`config.mk`:
```
export PLATFORM = sky130hd
export DESIGN_NAME = controlUnit
export DESIGN_NICKNAME = d
export VERILOG_FILES = /design/src/design/controlPkg.sv /design/src/design/instrDecoder.sv /design/src/design/stateSequencer.sv /design/src/design/controlEncoder.sv /design/src/design/controlUnit.sv
export VERILOG_INCLUDE_DIRS = /design/src /design/src/design
export SDC_FILE = /design/constraint.sdc
export NUM_CORES = 1
export LEC_CHECK = 0
export BUFFER_PORTS_ARGS = -buffer_cell sky130_fd_sc_hd__buf_4
export CAP_MARGIN = 25
export CORE_MARGIN = 3
export CORE_UTILIZATION = 50
export CTS_BUF_LIST = sky130_fd_sc_hd__clkbuf_8 sky130_fd_sc_hd__clkbuf_16
export DETAILED_ROUTE_END_ITERATION = 8
export PLACE_DENSITY = 0.78
export SLEW_MARGIN = 5
export SYNTH_ARGS = -nofsm -noshare
export SYNTH_HDL_FRONTEND = slang
export SYNTH_SLANG_ARGS = --single-unit
```
`constraint.sdc`:
```
create_clock -name clk -period 2.2 [get_ports clk]
set_input_delay 0.44 -clock clk [delete_from_list [all_inputs] [get_ports clk]]
set_output_delay 0.44 -clock clk [all_outputs]
set_load 0.03 [all_outputs]
```
`src/design/controlUnit_params.svh`:
```
`ifndef CONTROLUNIT_PARAMS_SVH
`define CONTROLUNIT_PARAMS_SVH

// Instruction field widths
`define OPCODE_WIDTH 6
`define FUNCT_WIDTH 6

// Control select widths
`define SEL2_WIDTH 2
`define SEL3_WIDTH 3

// Opcodes handled by the decoder
`define OPC_RTYPE 6'h00
`define OPC_ADDI 6'h08

// R-format funct codes
`define FN_ADD 6'h20
`define FN_SUB 6'h22
`define FN_AND 6'h24
`define FN_SLL 6'h00
`define FN_SRL 6'h02
`define FN_SRA 6'h03

`endif

```
`src/design/controlPkg.sv`:
```
`include "controlUnit_params.svh"

package controlPkg;

    // Instruction fields
    typedef logic [`OPCODE_WIDTH-1:0] opcodeT;
    typedef logic [`FUNCT_WIDTH-1:0] functT;

    // Control selects
    typedef logic [`SEL2_WIDTH-1:0] sel2T;
    typedef logic [`SEL3_WIDTH-1:0] sel3T;

    typedef enum logic [2:0] {
        classAdd,
        classSub,
        classAnd,
        classSll,
        classSrl,
        classSra,
        classAddi,
        classInvalid
    } instrClassT;

    typedef enum logic [5:0] {
        // Common front end
        stFetch,
        stWait,
        stWait2,
        stDecode,
        stDecodeWait,
        // Register ALU operations
        stAdd,
        stSub,
        stAnd,
        stEndAlu,
        // Shifts by shamt
        stShiftShamt,
        stSll,
        stSrl,
        stSra,
        stShiftWait,
        stEndShift,
        // Immediate add
        stAddi,
        stEndImm,
        // Every instruction ends here
        stDelay
    } ctrlStateT;

endpackage

```
`src/design/instrDecoder.sv`:
```
`include "controlUnit_params.svh"

module instrDecoder (
    input  controlPkg::opcodeT     opcode,
    input  controlPkg::functT      funct,
    output controlPkg::instrClassT instrClass
);
    import controlPkg::*;

    instrClassT rClass;

    // R-format instructions are told apart by funct
    always_comb begin
        case (funct)
            `FN_ADD: begin
                rClass = classAdd;
            end
            `FN_SUB: begin
                rClass = classSub;
            end
            `FN_AND: begin
                rClass = classAnd;
            end
            `FN_SLL: begin
                rClass = classSll;
            end
            `FN_SRL: begin
                rClass = classSrl;
            end
            `FN_SRA: begin
                rClass = classSra;
            end
            default: begin
                rClass = classInvalid;
            end
        endcase
    end

    always_comb begin
        case (opcode)
            `OPC_RTYPE: begin
                instrClass = rClass;
            end
            `OPC_ADDI: begin
                instrClass = classAddi;
            end
            default: begin
                instrClass = classInvalid;
            end
        endcase
    end

endmodule

```
`src/design/stateSequencer.sv`:
```
module stateSequencer (
    input  logic                   clk,
    input  logic                   reset,
    input  controlPkg::instrClassT instrClass,
    output controlPkg::ctrlStateT  state
);
    import controlPkg::*;

    ctrlStateT  nextState;
    instrClassT heldClass;

    always_ff @(posedge clk) begin
        if (reset) begin
            state <= stFetch;
        end else begin
            state <= nextState;
        end
    end

    // Class seen in decode-wait, kept for the shift branch
    always_ff @(posedge clk) begin
        if (reset) begin
            heldClass <= classInvalid;
        end else if (state == stDecodeWait) begin
            heldClass <= instrClass;
        end
    end

    always_comb begin
        nextState = stFetch;
        case (state)
            stFetch:      nextState = stWait;
            stWait:       nextState = stWait2;
            stWait2:      nextState = stDecode;
            stDecode:     nextState = stDecodeWait;
            stDecodeWait: begin
                case (instrClass)
                    classAdd: begin
                        nextState = stAdd;
                    end
                    classSub: begin
                        nextState = stSub;
                    end
                    classAnd: begin
                        nextState = stAnd;
                    end
                    classSll, classSrl, classSra: begin
                        nextState = stShiftShamt;
                    end
                    classAddi: begin
                        nextState = stAddi;
                    end
                    // Unsupported encodings retire through the delay state
                    default: begin
                        nextState = stDelay;
                    end
                endcase
            end
            stAdd, stSub, stAnd: nextState = stEndAlu;
            stEndAlu:            nextState = stDelay;
            stShiftShamt: begin
                case (heldClass)
                    classSll: begin
                        nextState = stSll;
                    end
                    classSrl: begin
                        nextState = stSrl;
                    end
                    classSra: begin
                        nextState = stSra;
                    end
                    default: begin
                        nextState = stDelay;
                    end
                endcase
            end
            stSll, stSrl, stSra: nextState = stShiftWait;
            stShiftWait:         nextState = stEndShift;
            stEndShift:          nextState = stDelay;
            stAddi:              nextState = stEndImm;
            stEndImm:            nextState = stDelay;
            stDelay:             nextState = stFetch;
            default:             nextState = stFetch;
        endcase
    end

endmodule

```
`src/design/controlEncoder.sv`:
```
module controlEncoder (
    input  logic                  clk,
    input  logic                  reset,
    input  controlPkg::ctrlStateT state,
    output logic                  pcWrite,
    output logic                  irWrite,
    output logic                  regWrite,
    output logic                  aWrite,
    output logic                  bWrite,
    output logic                  aluOutWrite,
    output logic                  shiftSrc,
    output controlPkg::sel2T      regDst,
    output controlPkg::sel2T      aluSrcA,
    output controlPkg::sel3T      aluSrcB,
    output controlPkg::sel3T      aluOp,
    output controlPkg::sel3T      memToReg,
    output controlPkg::sel3T      shiftCtrl
);
    import controlPkg::*;

    logic nextPcWrite;
    logic nextIrWrite;
    logic nextRegWrite;
    logic nextAWrite;
    logic nextBWrite;
    logic nextAluOutWrite;
    logic nextShiftSrc;
    sel2T nextRegDst;
    sel2T nextAluSrcA;
    sel3T nextAluSrcB;
    sel3T nextAluOp;
    sel3T nextMemToReg;
    sel3T nextShiftCtrl;

    // Control word of the current state, zero unless set below
    always_comb begin
        nextPcWrite     = 1'b0;
        nextIrWrite     = 1'b0;
        nextRegWrite    = 1'b0;
        nextAWrite      = 1'b0;
        nextBWrite      = 1'b0;
        nextAluOutWrite = 1'b0;
        nextShiftSrc    = 1'b0;
        nextRegDst      = '0;
        nextAluSrcA     = '0;
        nextAluSrcB     = '0;
        nextAluOp       = '0;
        nextMemToReg    = '0;
        nextShiftCtrl   = '0;
        case (state)
            stFetch: begin
                nextAluSrcB = 3'd1;
                nextAluOp   = 3'd1;
            end
            stWait: begin
                nextPcWrite = 1'b1;
                nextAluSrcB = 3'd1;
                nextAluOp   = 3'd1;
            end
            stWait2: begin
                nextIrWrite = 1'b1;
                nextAluSrcB = 3'd1;
            end
            stDecode: begin
                nextAWrite      = 1'b1;
                nextBWrite      = 1'b1;
                nextAluOutWrite = 1'b1;
                nextAluSrcB     = 3'd4;
                nextAluOp       = 3'd1;
            end
            stDecodeWait: begin
                nextAluOp = 3'd1;
            end
            stAdd, stSub, stAnd: begin
                nextAluOutWrite = 1'b1;
                nextAluSrcA     = 2'd1;
                // aluOp 1, 2, 3 for add, sub, and
                if (state == stAdd) begin
                    nextAluOp = 3'd1;
                end else if (state == stSub) begin
                    nextAluOp = 3'd2;
                end else begin
                    nextAluOp = 3'd3;
                end
            end
            stEndAlu: begin
                nextRegWrite = 1'b1;
                nextRegDst   = 2'd3;
            end
            stShiftShamt: begin
                nextShiftSrc  = 1'b1;
                nextShiftCtrl = 3'd1;
            end
            stSll: begin
                nextShiftSrc  = 1'b1;
                nextShiftCtrl = 3'd2;
            end
            stSrl: begin
                nextShiftCtrl = 3'd3;
            end
            stSra: begin
                nextShiftCtrl = 3'd4;
            end
            stEndShift: begin
                nextRegWrite = 1'b1;
                nextRegDst   = 2'd3;
                nextMemToReg = 3'd2;
            end
            stAddi: begin
                nextAluOutWrite = 1'b1;
                nextAluSrcA     = 2'd1;
                nextAluSrcB     = 3'd3;
                nextAluOp       = 3'd1;
            end
            stEndImm: begin
                nextRegWrite = 1'b1;
            end
            // Shift wait and delay drive an all-zero word
            default: begin
            end
        endcase
    end

    always_ff @(posedge clk) begin
        if (reset) begin
            pcWrite     <= 1'b0;
            irWrite     <= 1'b0;
            regWrite    <= 1'b0;
            aWrite      <= 1'b0;
            bWrite      <= 1'b0;
            aluOutWrite <= 1'b0;
            shiftSrc    <= 1'b0;
            regDst      <= '0;
            aluSrcA     <= '0;
            aluSrcB     <= '0;
            aluOp       <= '0;
            memToReg    <= '0;
            shiftCtrl   <= '0;
        end else begin
            pcWrite     <= nextPcWrite;
            irWrite     <= nextIrWrite;
            regWrite    <= nextRegWrite;
            aWrite      <= nextAWrite;
            bWrite      <= nextBWrite;
            aluOutWrite <= nextAluOutWrite;
            shiftSrc    <= nextShiftSrc;
            regDst      <= nextRegDst;
            aluSrcA     <= nextAluSrcA;
            aluSrcB     <= nextAluSrcB;
            aluOp       <= nextAluOp;
            memToReg    <= nextMemToReg;
            shiftCtrl   <= nextShiftCtrl;
        end
    end

endmodule

```
`src/design/controlUnit.sv`:
```
module controlUnit (
    input  logic                clk,
    input  logic                reset,
    input  controlPkg::opcodeT  opcode,
    input  controlPkg::functT   funct,
    output logic                pcWrite,
    output logic                irWrite,
    output logic                regWrite,
    output logic                aWrite,
    output logic                bWrite,
    output logic                aluOutWrite,
    output logic                shiftSrc,
    output controlPkg::sel2T    regDst,
    output controlPkg::sel2T    aluSrcA,
    output controlPkg::sel3T    aluSrcB,
    output controlPkg::sel3T    aluOp,
    output controlPkg::sel3T    memToReg,
    output controlPkg::sel3T    shiftCtrl
);
    import controlPkg::*;

    instrClassT instrClass;
    ctrlStateT  state;

    // Opcode and funct held by the instruction register outside
    instrDecoder decoder (
        .opcode     (opcode),
        .funct      (funct),
        .instrClass (instrClass)
    );

    stateSequencer sequencer (
        .clk        (clk),
        .reset      (reset),
        .instrClass (instrClass),
        .state      (state)
    );

    // Outputs lag the state by one cycle
    controlEncoder encoder (
        .clk         (clk),
        .reset       (reset),
        .state       (state),
        .pcWrite     (pcWrite),
        .irWrite     (irWrite),
        .regWrite    (regWrite),
        .aWrite      (aWrite),
        .bWrite      (bWrite),
        .aluOutWrite (aluOutWrite),
        .shiftSrc    (shiftSrc),
        .regDst      (regDst),
        .aluSrcA     (aluSrcA),
        .aluSrcB     (aluSrcB),
        .aluOp       (aluOp),
        .memToReg    (memToReg),
        .shiftCtrl   (shiftCtrl)
    );

endmodule

```
=== Word-level counts from Yosys, hierarchy flattened ===
Cells that the tools add are included.

* Muxes and demuxes: 19
* Reductions and logical operators: 14
* Equal/unequal tests: 31

{| class="wikitable"
|+ Operators with widths
! cell !! count
|-
| $pmux 6 s11 || 1
|-
| $eq 6x4->1 const B || 9
|-
| $pmux 5 s5 || 1
|-
| $eq 6x2->1 const B || 4
|-
| $eq 6x3->1 const B || 4
|-
| $eq 6x6->1 const B || 3
|-
| $logic_not 6->1 || 3
|-
| $pmux 3 s6 || 1
|-
| $eq 3x3->1 const B || 5
|-
| $pmux 5 s3 || 1
|-
| $reduce_or 3->1 || 5
|-
| $pmux 3 s2 || 2
|-
| $pmux 3 s4 || 1
|-
| $reduce_or 5->1 || 2
|-
| $eq 3x2->1 const B || 3
|-
| $pmux 3 s3 || 1
|-
| $mux 1 || 8
|-
| $eq 6x1->1 const B || 1
|-
| $eq 6x5->1 const B || 1
|-
| $mux 2 || 2
|-
| $reduce_or 2->1 || 2
|-
| $reduce_or 4->1 || 1
|-
| $eq 3x1->1 const B || 1
|-
| $logic_not 3->1 || 1
|-
| $mux 3 || 1
|}

* Flip-flop bits (word level): 31
* Word-level logic and storage cells: 78
* Input bits: 14
* Output and inout port bits: 23

=== Depth between registers and ports, before layout ===
* Depth in word-level cells: 7
* Gate-level depth with buffers: 6
* Depth with buffers taken out: 5

=== Cells and area by module ===
Synthesis repeated with hierarchy kept, for this count alone.

* Cell total of the unflattened synthesis: 167
* Area, all modules: 1425.1 um^2

{| class="wikitable"
|+ By module, submodules not included
! module !! sequential area each (um^2) !! instances !! cells each !! area an instance (um^2)
|-
| controlEncoder || 340.3 || 1 || 70 || 686.9
|-
| stateSequencer || 160.2 || 1 || 82 || 640.6
|-
| instrDecoder || 0.0 || 1 || 15 || 97.6
|}

=== Least setup slack after synthesis ===
OpenSTA, ideal clock, no wires.

* Path kind: in2reg
* From: in opcode[1]
* To: reg sequencer.state[0]
* Path slack: 0.364 ns
* Arrival: 1.755 ns
* Buffers on the path: 0
* Cell stages on the path: 5
* Required time: 2.119 ns
* Setup time: 0.081 ns
* Path through: or4_1 -> nor2_2 -> nand2_4 -> or3_1 -> a41oi_1

* Cells in the longest elaborated chain, start to end: 6
* Elaborated cells between the ends (all ways): 13
* Classes of those cells: 7 x eq/ne; 3 x mux; 3 x reduce/logical

{| class="wikitable"
|+ RTL lines
! what !! line !! text
|-
| start: declaration || controlUnit.sv:4 || <nowiki>input controlPkg::opcodeT opcode,</nowiki>
|-
| $eq 6x4->1 or $logic_not 6->1 (tied branches) || instrDecoder.sv:40 || <nowiki>case (opcode)</nowiki>
|-
| $pmux 3 s2 (*) || instrDecoder.sv:40 ||
|-
| $eq 3x2->1 or $eq 3x3->1 (tied branches) || stateSequencer.sv:37 || <nowiki>case (instrClass)</nowiki>
|-
| $reduce_or 3->1 || stateSequencer.sv:37 ||
|-
| $pmux 5 s5 (*) || stateSequencer.sv:37 ||
|-
| $pmux 6 s11 (*) || stateSequencer.sv:31 || <nowiki>case (state)</nowiki>
|-
| end signal: assignment || stateSequencer.sv:14 || <nowiki>state <= stFetch;</nowiki>
|-
| end signal: assignment || stateSequencer.sv:16 || <nowiki>state <= nextState;</nowiki>
|-
| end: declaration || stateSequencer.sv:5 || <nowiki>output controlPkg::ctrlStateT state</nowiki>
|}

Mark *: on every way between the ends. The rest lies on a longest branch, timed or not.
A chain may end at the register's enable or synchronous reset.

=== Worst setup path after layout ===
* From: reg sequencer.state[2]
* To: reg sequencer.state[0]

* Cells in the longest elaborated chain, start to end: 3
* Elaborated cells between the ends (all ways): 21
* Classes of those cells: 16 x eq/ne; 1 x mux; 4 x reduce/logical

{| class="wikitable"
|+ RTL lines
! what !! line
|-
| $eq 6x5->1 (tied with other cells) || stateSequencer.sv:31
|-
| $reduce_or 3->1, on equally long branches || --
|-
| $pmux 6 s11 (*) || stateSequencer.sv:31
|}

Marked as above.

==> qor.csv <==
metric;value;unit
hold_path_class;in2reg;
ant_nets;0;
via_per_inst;5.55;
hpwl;2100;um
syn_inst;154;
place_congestion;0.894;
r2r-end;sequencer.state[0];
period_minus_slack;1780;ps
port_buffers;32;
fin_nets;198;
path_class;reg2reg;
drtIter0Drc;28;
crit_path_end_kind;flip-flop;
setup_viol;0;
synthArstFlopShare;0;
peakVddDrop;493;uV
rows;17;
critPathBufInv;0;
cts_tree;yes;
grt_pass1_wl;4440;um
clk_latency;260;ps
grt_pass1_vias;1063;
worstHoldStart;reset;
cts_hold_buf;0;
synth_area_per_cell;8.19;um2
ctsResizeCount;0;
worst-slew-pin-transition;607;ps
yosysWarnings;0;
grt-ovfl-total;0;
fill_cells;195;
netlist.area_leader.share;0.397;
ys_seq_area_frac;0.397;
layout_common_cells;buf_4 (37), dfxtp_1 (25), nor2_1 (16);
reg2reg_depth;5;
worstSetupStartpointType;flip-flop;
ios;37;
clk_pin_slew_worst_paths;80;ps
whs_path_depth;2;
power_density;625;nW/um2
ys_ff_latch;25;
cap_violations;0;
fin_cells;211;
crit_fanout;15;
setup_tns;0;ps
synth_area_leaders;dfxtp_1 (40%), nor3_1 (4.8%), nor2_1 (4.8%);
fin_crit_sh;0.807;
cp.required;2390;ps
grt_max_degree;18;
ys_types;44;
cpLargestDelayFamily;simple AND/OR/NAND/NOR gates;
slew_headroom;0.595;
cp_slowest_cell;dfxtp_1;
hold_viol_final;0;
finClkSkew;2.49;ps
cts_setup_buffers;0;
wl_per_cell;12.9;um
die_h;56.2;um
drc_errors;0;
antenna_found_initial;0;
n_antenna_cell;0;
synthToLayoutAreaGrowth;22.4;%
syn_area;1260;um2
cts_buffers;3;
rsz0062_at_grt;no;
detail_route.first_pass.iterations;4;
start_util;0.549;
path_cells;nand2b_1 > nor3_4 > nand2_4 > or3_1 > a41oi_1;
dieArea;3160;um2
r2r_start;sequencer.state[2];
dp.cells;207;
cp.arrival;1970;ps
synth_enable_flop_cells;0;
final_common_cell;buf_4;
clockRootBuffer;clkbuf_8;
synthFlopType;dfxtp_1;
min_to;encoder.aluOp[1];
reg2reg_slack;420;ps
outcome;finished clean;
grt_use_total;0.178;
clkSinkCount;25;
vias;1171;
core_area;2300;um2
cts_buffer_depth;2;
drive_gt1_frac;0.246;
htreeDepth;1;
slowest_delay;620;ps
power.leakage;0.657;nW
max_freq;563;MHz
finalMaxSlewViolations;0;
die_w;56.2;um
synth_top_area_cell;dfxtp_1;
wirelength;2720;um
power by group:
part / leakage [nW] / total, mW / switching, mW / internal (mW)
clock network: 0.0269 / 0.257 / 0.132 / 0.125
logic: 0.427 / 0.213 / 0.128 / 0.0845
registers: 0.203 / 0.495 / 0.0228 / 0.472
total: 0.657 / 0.964 / 0.283 / 0.681
cells by family (layout without fill, tap and decap cells):
kind of cell             Yosys count  after routing  synth area share
AND/OR/NAND/NOR                   68             68             0.289
AO/OA/AOI/OAI                     32             32             0.170
flip-flops                        25             25             0.397
buffers and inverters             20             46            0.0833
XOR/XNOR                           5              5            0.0347
multiplexers                       2              2            0.0159
adder cells (fa/ha/maj)            1              1           0.00794
other                              1              4           0.00297
Yosys cell counts (2+ instances only):
| master | instances |
|---|---|
| nand3b_1 | 2 |
| inv_1 | 5 |
| a211oi_1 | 2 |
| nor2_1 | 16 |
| o21ai_0 | 7 |
| or3_1 | 2 |
| o22a_1 | 2 |
| dfxtp_1 | 25 |
| buf_4 | 6 |
| a31oi_1 | 7 |
| nor4_1 | 4 |
| nand2b_1 | 6 |
| a2111oi_0 | 2 |
| xor2_1 | 4 |
| and2_1 | 2 |
| nor3_1 | 12 |
| buf_1 | 2 |
| or2_2 | 2 |
| nand2_1 | 12 |
| mux2i_1 | 2 |
| clkbuf_1 | 6 |
| a21oi_1 | 4 |
state kept, by name (all words and copies together) (netlist names):
register / cells
encoder.regWrite: 1
encoder.aluOutWrite: 1
encoder.shiftCtrl: 3
encoder.aWrite: 1
encoder.regDst: 1
encoder.aluSrcA: 1
encoder.aluSrcB: 3
encoder.aluOp: 2
sequencer.state: 5
encoder.memToReg: 1
encoder.shiftSrc: 1
encoder.pcWrite: 1
encoder.irWrite: 1
sequencer.heldClass: 3
worst max path at each step:
| stage | start | endpoint | slack (ps) | cells after the start |
|---|---|---|---|---|
| after floorplan | opcode[1] | sequencer.state[0] | 360 | 5 |
| after global placement | opcode[1] | sequencer.state[0] | 230 | 5 |
| after detailed placement | opcode[1] | sequencer.state[0] | 210 | 6 |
| after CTS | sequencer.state[2] | sequencer.state[0] | 430 | 5 |
| after global routing | sequencer.state[2] | sequencer.state[0] | 270 | 5 |
| final | sequencer.state[2] | sequencer.state[0] | 420 | 5 |
metal layers:
| layer | GRT usage | part of all wire |
|---|---|---|
| met3 | 0.0348 | 0.072 |
| met5 | 0 | 0 |
| met4 | 0.102 | 0.026 |
| met2 | 0.304 | 0.48 |
| met1 | 0.204 | 0.43 |
worst reg2reg max path, stage by stage, from the launching register on:
cell	delay (ps)
dfxtp_1	620
nand2b_1	230
nor3_4	220
nand2_4	80
or3_1	370
a41oi_1	190
per-stage QoR:
| stage | total power [mW] | worst slack [ps] | hold WS, ps | util | cell area (um2) |
|---|---|---|---|---|---|
| after CTS | 0.972 | 426 | 463 | 0.672 | 1540 |
| after global placement | 0.714 | 231 | 567 | 0.653 | 1500 |
| after global routing | 1.02 | 274 | 463 | 0.672 | 1540 |
| final | 0.964 | 424 | 458 | 0.672 | 1540 |
| after detailed placement | 0.718 | 208 | 592 | 0.653 | 1500 |
| after floorplan | 0.658 | 364 | 518 | - | 1270 |
cell type report:
cell class,instances,area [um2],area share
Tap cell,28,35.0,0.0227
Timing Repair Buffer,37,278,0.180
Clock inverter,1,3.75,0.00243
Inverter,5,18.8,0.0122
Clock buffer,3,41.3,0.0267
Sequential cell,25,500,0.324
Multi-Input combinational cell,112,667,0.432
Power figures use the tool's default switching activity.
